### src/hw/lc_pkg.sv
////////////////////////////////////////////////////////////
// shared types for the location counter slice
// widths follow the microcoded datapath, mf is 32 bits
////////////////////////////////////////////////////////////
`default_nettype none

package lc_pkg;

   // bus and address widths
   typedef logic [31:0] word_t;
   typedef logic [25:0] lc_addr_t;
   typedef logic [13:0] opc_t;
   typedef logic [9:0]  ptr10_t;
   typedef logic [23:0] vmo_t;
   typedef logic [4:0]  vmap_t;

   // machine cycle, rotates in this order
   typedef enum logic [1:0] {
      cyc_alu   = 2'd0,
      cyc_write = 2'd1,
      cyc_mmu   = 2'd2,
      cyc_fetch = 2'd3
   } cyc_state_e;

   typedef struct packed {
      logic alu;
      logic write;
      logic mmu;
      logic fetch;
   } cyc_strobe_t;

   // bits that land in the lc status word
   typedef struct packed {
      logic needfetch;
      logic lc_byte_mode;
      logic prog_unibus_reset;
      logic int_enable;
      logic sequence_break;
      logic lc0b;
   } lc_status_t;

   // drive requests, listed in priority order
   typedef struct packed {
      logic srclc;
      logic opcdrive;
      logic dcdrive;
      logic ppdrive;
      logic pidrive;
      logic qdrive;
      logic mddrive;
      logic vmadrive;
      logic mapdrive;
   } mf_sel_t;

   typedef struct packed {
      opc_t   opc;
      ptr10_t dc;
      ptr10_t pdlptr;
      ptr10_t pdlidx;
      word_t  q;
      word_t  md;
      word_t  vma;
      vmap_t  vmap;
      vmo_t   vmo;
      logic   pfr;
      logic   pfw;
   } mf_src_t;

endpackage

`default_nettype wire

### src/hw/lc_counter.sv
////////////////////////////////////////////////////////////
// byte address of the macroinstruction stream
// updates only on fetch, load from ob wins over increment
////////////////////////////////////////////////////////////
`timescale 1ns/1ps
`default_nettype none

module lc_counter
#(
   parameter lc_pkg::lc_addr_t reset_lc = '0
)
(
   input  logic             clk,
   input  logic             reset,
   input  logic             fetch,
   input  logic             destlc,
   input  logic             lcinc,
   input  logic             lc_byte_mode,
   input  lc_pkg::word_t    ob,
   output lc_pkg::lc_addr_t lc,
   output logic [3:0]       lca,
   output logic             lcry3
);

   import lc_pkg::*;

   logic [4:0] nibble_sum;
   lc_addr_t   lc_next;

   // +2 in halfword mode, +1 in byte mode
   assign nibble_sum = {1'b0, lc[3:0]}
                     + {4'b0, lcinc & ~lc_byte_mode}
                     + {4'b0, lcinc};

   // carry out means the next word must be fetched
   assign {lcry3, lca} = nibble_sum;

   // carry ripples into the upper 22 bits
   assign lc_next = {lc[25:4] + {21'b0, lcry3}, lca};

   always_ff @(posedge clk)
   begin
      if (reset)
         lc <= reset_lc;
      else if (fetch)
      begin
         if (destlc)
            lc <= ob[25:0];
         else if (lcinc)
            lc <= lc_next;
      end
   end

endmodule

`default_nettype wire

### src/hw/lc_cycle_seq.sv
////////////////////////////////////////////////////////////
// four state machine cycle, exactly one strobe high
// hold freezes the state, there is no other stall
////////////////////////////////////////////////////////////
`timescale 1ns/1ps
`default_nettype none

module lc_cycle_seq
(
   input  logic               clk,
   input  logic               reset,
   input  logic               hold,
   output lc_pkg::cyc_strobe_t strobe,
   output lc_pkg::cyc_state_e  state
);

   import lc_pkg::*;

   cyc_state_e state_q;
   cyc_state_e state_next;

   // fixed rotation alu, write, mmu, fetch
   always_comb
   begin
      unique case (state_q)
         cyc_alu:   state_next = cyc_write;
         cyc_write: state_next = cyc_mmu;
         cyc_mmu:   state_next = cyc_fetch;
         cyc_fetch: state_next = cyc_alu;
         default:   state_next = cyc_alu;
      endcase
   end

   always_ff @(posedge clk)
   begin
      if (reset)
         state_q <= cyc_alu;
      else if (!hold)
         state_q <= state_next;
   end

   // one-hot decode for the rest of the datapath
   always_comb
   begin
      strobe       = '0;
      strobe.alu   = (state_q == cyc_alu);
      strobe.write = (state_q == cyc_write);
      strobe.mmu   = (state_q == cyc_mmu);
      strobe.fetch = (state_q == cyc_fetch);
   end

   assign state = state_q;

endmodule

`default_nettype wire

### src/hw/lc_top.sv
////////////////////////////////////////////////////////////
// location counter slice, alu and memories sit outside
// reset_lc sets the boot address of the counter
////////////////////////////////////////////////////////////
`timescale 1ns/1ps
`default_nettype none

module lc_top
#(
   parameter lc_pkg::lc_addr_t reset_lc = '0
)
(
   input  logic               clk,
   input  logic               reset,
   input  logic               hold,
   input  logic               destlc,
   input  logic               lcinc,
   input  lc_pkg::word_t      ob,
   input  lc_pkg::mf_sel_t    sel,
   input  lc_pkg::mf_src_t    src,
   input  lc_pkg::lc_status_t status,
   output lc_pkg::lc_addr_t   lc,
   output logic [3:0]         lca,
   output logic               lcry3,
   output logic               lcdrive,
   output lc_pkg::word_t      mf,
   output lc_pkg::cyc_state_e state
);

   import lc_pkg::*;

   cyc_strobe_t strobe;
   logic        lc_byte_mode;

   // increment size comes from the status bits
   assign lc_byte_mode = status.lc_byte_mode;

   lc_cycle_seq u_seq
   (
      .clk    (clk),
      .reset  (reset),
      .hold   (hold),
      .strobe (strobe),
      .state  (state)
   );

   lc_counter #(.reset_lc(reset_lc)) u_counter
   (
      .clk          (clk),
      .reset        (reset),
      .fetch        (strobe.fetch),
      .destlc       (destlc),
      .lcinc        (lcinc),
      .lc_byte_mode (lc_byte_mode),
      .ob           (ob),
      .lc           (lc),
      .lca          (lca),
      .lcry3        (lcry3)
   );

   mf_source_mux u_mf_mux
   (
      .strobe  (strobe),
      .sel     (sel),
      .src     (src),
      .lc      (lc),
      .status  (status),
      .lcdrive (lcdrive),
      .mf      (mf)
   );

endmodule

`default_nettype wire

### src/hw/mf_source_mux.sv
////////////////////////////////////////////////////////////
// fixed priority onto mf, lc first and map last
// narrow sources are zero extended, mf is 0 when idle
////////////////////////////////////////////////////////////
`timescale 1ns/1ps
`default_nettype none

module mf_source_mux
(
   input  lc_pkg::cyc_strobe_t strobe,
   input  lc_pkg::mf_sel_t     sel,
   input  lc_pkg::mf_src_t     src,
   input  lc_pkg::lc_addr_t    lc,
   input  lc_pkg::lc_status_t  status,
   output logic                lcdrive,
   output lc_pkg::word_t       mf
);

   import lc_pkg::*;

   word_t status_word;
   word_t map_word;

   // the strobe is what actually gates the bus
   assign lcdrive = sel.srclc
                  & (strobe.alu | strobe.write | strobe.mmu | strobe.fetch);

   // lc bit 0 is replaced by lc0b
   assign status_word = {status.needfetch,
                         1'b0,
                         status.lc_byte_mode,
                         status.prog_unibus_reset,
                         status.int_enable,
                         status.sequence_break,
                         lc[25:1],
                         status.lc0b};

   // access bits are stored inverted in the map
   assign map_word = {~src.pfw,
                      ~src.pfr,
                      1'b1,
                      src.vmap,
                      src.vmo};

   always_comb
   begin
      if (lcdrive)
         mf = status_word;
      else if (sel.opcdrive)
         mf = {18'b0, src.opc};
      else if (sel.dcdrive)
         mf = {22'b0, src.dc};
      else if (sel.ppdrive)
         mf = {22'b0, src.pdlptr};
      else if (sel.pidrive)
         mf = {22'b0, src.pdlidx};
      else if (sel.qdrive)
         mf = src.q;
      else if (sel.mddrive)
         mf = src.md;
      else if (sel.vmadrive)
         mf = src.vma;
      else if (sel.mapdrive)
         mf = map_word;
      else
         mf = '0;
   end

endmodule

`default_nettype wire

### config.mk
export PLATFORM = sky130hd
export DESIGN_NAME = lc_top
export DESIGN_NICKNAME = d
export VERILOG_FILES = /design/src/hw/lc_pkg.sv /design/src/hw/lc_counter.sv /design/src/hw/lc_cycle_seq.sv /design/src/hw/lc_top.sv /design/src/hw/mf_source_mux.sv
export SDC_FILE = /design/constraint.sdc
export NUM_CORES = 1
export LEC_CHECK = 0
export ABC_AREA = 1
export BUFFER_PORTS_ARGS = -buffer_cell sky130_fd_sc_hd__buf_4
export CORE_AREA = 2 2 114 116
export CTS_CLUSTER_DIAMETER = 40
export DETAILED_ROUTE_END_ITERATION = 16
export DIE_AREA = 0 0 116 118
export PLACE_DENSITY = 0.63
export SYNTH_ARGS = -nofsm -noshare
export SYNTH_HDL_FRONTEND = slang
export SYNTH_HIERARCHICAL = 1
export SYNTH_SLANG_ARGS = --single-unit
### constraint.sdc
create_clock -name clk -period 3.3 [get_ports clk]
set_input_delay 0.495 -clock clk [delete_from_list [all_inputs] [get_ports clk]]
set_output_delay 0.495 -clock clk [all_outputs]
set_load 0.02 [all_outputs]
# Word level (Yosys, flattened, before mapping)
# Index checks and enable logic that the tools add are counted.
# word_totals
reg_bits,28
inputBits,223
output_inout_bits,66
word_cells,31
# op_classes
n_addsub,3
eq_ne,3
n_mux,12
bitwise,8
reduce_logical,3
# op_table
op,count
$mux W32,9
$mux W26,2
$add A22 B1 Y22,1
$pmux W2 S4,1
$add A4 B1 Y5,1
$add A5 B1 Y5,1
$eq A2 B2 Y1 const B,2
$not A1 Y1,3
$or A1 B1 Y1,3
$and A1 B1 Y1,2
$eq A2 B1 Y1 const B,1
$logic_not A2 Y1,1
$reduce_and A2 Y1,1
$reduce_bool A2 Y1,1

# Depth between registers and ports, before layout
# logic_depth
word_depth,10
mapped_depth,17
mapped_depth_nobuf,17

# Modules after synthesis
# The synthesis kept the hierarchy.
# modules_own_cells
module,instances,cells_each,area_each_um2,seq_area_each_um2
lc_counter,1,286,1851.8,520.5
mf_source_mux,1,397,1828.0,0.0
lc_cycle_seq,1,19,147.6,40.0

# Worst setup path before layout
# Ideal clock, no wire load.
# synth_path
path_kind,input port to flip-flop
start,input port lcinc
end,register u_counter.lc[24]
setup_time_ns,0.135
t_arrival_ns,2.439
required_time_ns,3.165
path_slack_ns,0.726
cell_stages,17
path_buffers,0
path_cell_list,inv_1 > nor2_1 > fa_1 > ha_1 > nand2_1 > nor2_1 > ha_1 > ha_1 > nand3_1 > inv_1 > nand2_2 > nor2_2 > nand2_1 > nand2_1 > nand3_1 > nand2_1 > a21oi_2
# synth_via
elab_chain_len,6
word_cells_on_any_way,8
cone_classes,add/sub: 3; mux: 2; bitwise: 1; reduce/logical: 2
# synth_rtl
element,line,source
start: declaration,lc_top.sv:17,"input logic lcinc,"
$and A1 B1 Y1,lc_counter.sv:32,"+ {4'b0, lcinc & ~lc_byte_mode}"
$add A4 B1 Y5,lc_counter.sv:32,
$add A5 B1 Y5 (*),lc_counter.sv:33,"+ {4'b0, lcinc};"
net lcry3,lc_top.sv:24,"output logic lcry3,"
$add A22 B1 Y22 (*),lc_counter.sv:39,"assign lc_next = {lc[25:4] + {21'b0, lcry3}, lca};"
$mux W26 (*),lc_counter.sv:49,else if (lcinc)
$mux W26 (*),lc_counter.sv:47,if (destlc)
end signal: assignment,lc_counter.sv:44,lc <= reset_lc;
end signal: assignment,lc_counter.sv:48,lc <= ob[25:0];
end signal: assignment,lc_counter.sv:50,lc <= lc_next;
end: declaration,lc_counter.sv:20,"output lc_pkg::lc_addr_t lc,"
# The timed path passes the listed nets; every way through them passes the cells marked *. The select of a mux whose other input is x is not followed.
# A chain may end at the register's enable or synchronous reset.

==> metrics.yaml <==
finish:
  drive_gt1_frac: 0.354
  final_util: 0.489
  layout.cells.non_filler: 1123
  area_delta_synth_final_pct: 58.5
  filler_cell_count: 1387
  design_area_um2: 6060
  nNetsFinal: 1182
flow_run:
  cap_violations: 0
clock_network:
  cts_buffer_depth: 2
  cts_root_buffer: "clkbuf_16"
  hold_buffers: 0
  clock_latency_ns: 0.27
  cts_tree: "done"
  cts_buffers: 3
  postCtsSetupBuffers: 0
  cts-htree-levels: 1
  path_clk_slew_ns: 0.07
  post_cts_resized: 0
  clkSinkCount: 28
power:
  p_clk_frac: 0.235
  vdd_drop_max_v: 0.000182
  combPwrFrac: 0.494
  leakagePower_nw: 2.87
  switchingPower_mw: 0.489
  pwr-share-seq: 0.271
  cellPowerDensity_nw_per_um2: 221
  p_int_mw: 0.851
  swShare: 0.365
hold_path:
  hold_end: "u_counter/lc[5]"
  worstHoldStart: "ob[5]"
  hold_path_class: "input port to flip-flop"
  hold_depth: 3
placement:
  place_inst: 1118
  dp.final_hpwl_um: 14200
  io_buffers: 282
  placed_area_um2: 5970
  place.gp.congestion: 0.905
setup_path:
  critPathMaxFanout: 13
  r2r-end: "u_counter/lc[12]"
  r2r_cells: 13
  r2r-start: "u_counter/lc[0]"
  required_ns: 2.80
  cp_data_arrival_time_ns: 2.18
  end_kind: "output port"
  critPathLaunchType: "flip-flop"
  worst-setup-path-type: "flip-flop to output port"
  regToRegSetupSlack_ns: 0.83
die:
  ios: 289
  num_rows: 41
  start_util: 0.308
  die_y_um: 118
  core_um2: 12400
  die_area_um2: 13700
  dieWidth_um: 116
yosys:
  synth-edff-count: 0
  synth_top_area_share: 0.217
  synth_top_flop_cell: "dfxtp_1"
  syn_inst: 702
  yosysTopAreaCell: "nand2_1"
  yosys-top-cells-area: "nand2_1 (22%), dfxtp_1 (15%), o21ai_0 (11%)"
  ys_types: 38
  yosys_warnings: 6
  ys_ff_latch: 28
  async_reset_ff_frac: 0
  syn_area_um2: 3830
  ys_seq_area_frac: 0.146
  syn_avg_cell_area_um2: 5.45
  syn_nets: 933
sta:
  finalCriticalPeriod_ns: 2.67
  worst_pin_slew_ns: 0.615
  relSlewSlack: 0.590
  finalSetupViolations: 0
  setup-tns-final_ns: 0
  hold_viol: 0
  max_freq_mhz: 374
  rsz0062_at_grt: "false"
  period_share: 0.810
  drv_slew: 0
  clock_skew_ns: 0.00668
routing:
  drt.antenna.violating_nets: 0
  drt-initial-drc-count: 398
  wirelength_um: 18000
  route.detailed.drc: 0
  wl_per_cell_um: 16.0
  viasPerCell: 4.97
  vias: 5577
  drt_first_pass_iters: 5
grt:
  grt.overflow.total: 0
  grt_pass1_wl_um: 26600
  antenna_found_initial: 1
  grt_pass1_vias: 5002
  grt_max_degree: 57
  grtUsageTotal: 0.243
outcome:
  outcome: "finished clean"
[power by group through the flow]
stage | clock (mW) | sequential, mW | combinational (mW)
3_5_place_dp | 0 | 0.371 | 0.658
3_3_place_gp | 0 | 0.371 | 0.656
4_1_cts | 0.321 | 0.363 | 0.660
2_1_floorplan | 0 | 0.377 | 0.310
6_report | 0.315 | 0.363 | 0.661
5_1_grt | 0.333 | 0.365 | 0.719
[per-layer routing]
metal | part of all wire | routed length (um) | up-vias | global-route usage
met5 | 0 | 0 | - | 0
met4 | 0.026 | 475 | 0 | 0.0766
met3 | 0.081 | 1450 | 32 | 0.0396
li1 | - | - | 2837 | -
met1 | 0.43 | 7770 | 2463 | 0.319
met2 | 0.46 | 8280 | 245 | 0.403
[sequential cells by signal, summed over array words and instances, names as in the netlist]
name and count:
u_counter/lc 26, u_seq/state 2
[worst max-delay path, cell delays in order, from the launching register on]
cell and delay, ns:
dfxtp_1 0.40, inv_1 0.10, ha_1 0.23, nor2_1 0.10
nand2_1 0.10, nand2_2 0.17, inv_1 0.13, nor2_4 0.17
inv_2 0.14, o21ai_0 0.19, buf_4 0.17
[placed cells by master (no fill, tap or decap), drive strengths merged, types with 7 or more instances in the layout]
cell type,count
buf,287
nand2,231
o21ai,96
nor2,89
a21oi,73
nand3,51
inv,38
dfxtp,28
a31oi,12
o22ai,11
ha,7
[through the flow]
stage          power (mW)  hold slack, ns  worst slack, ns
2_1_floorplan       0.687           0.583            0.726
5_1_grt              1.42           0.521            0.367
4_1_cts              1.34           0.493            0.590
6_report             1.34           0.495            0.628
3_3_place_gp         1.03           0.524            0.594
3_5_place_dp         1.03           0.530            0.556
[how the worst max path moves through the flow]
stage / cells after the start / from / slack [ns] / endpoint
floorplan: 17 / lcinc / 0.73 / u_counter/lc[24]
global placement: 17 / lcinc / 0.59 / u_counter/lc[20]
detailed placement: 16 / lcinc / 0.56 / u_counter/lc[12]
CTS: 10 / u_seq/state[0] / 0.59 / mf[14]
global route: 10 / u_seq/state[0] / 0.37 / mf[14]
finish: 10 / u_seq/state[0] / 0.63 / mf[14]
[synth_stat cells, types with 2 or more instances]
master / instances
a211oi_2: 2
a21oi_1: 67
a21oi_2: 6
a221oi_2: 2
a31oi_1: 12
buf_2: 24
buf_4: 6
buf_6: 3
clkbuf_1: 10
dfxtp_1: 28
ha_1: 7
inv_1: 32
inv_2: 6
nand2_1: 221
nand2_2: 9
nand3_1: 49
nand3_2: 2
nand4_1: 4
nor2_1: 75
nor2_2: 7
nor2_4: 6
nor3_1: 2
o211ai_1: 3
o21ai_0: 84
o21ai_1: 11
o22ai_1: 11
xor2_1: 2
[logic make-up (layout without fill, tap and decap cells)]
kind of cell / Yosys count / after routing / share of synthesized area
AND/OR/NAND/NOR: 380 / 380 / 0.426
adder cells (fa/ha/maj): 8 / 8 / 0.0281
flip-flops: 28 / 28 / 0.146
other: 0 / 1 / 0
buffers and inverters: 82 / 330 / 0.100
AO/OA/AOI/OAI: 202 / 202 / 0.295
XOR/XNOR: 2 / 2 / 0.00458
[final cells by class]
| cell class | count | area [um^2] | area share |
|---|---|---|---|
| multi-input cells | 592 | 2880 | 0.476 |
| repair buffers | 287 | 2170 | 0.357 |
| flip-flops and latches | 28 | 561 | 0.0924 |
| well taps | 172 | 215 | 0.0355 |
| inverters | 39 | 146 | 0.0241 |
| clock buffers | 4 | 88.8 | 0.0146 |
| diodes | 1 | 2.50 | 0.000413 |
Power figures use the tool's default switching activity.
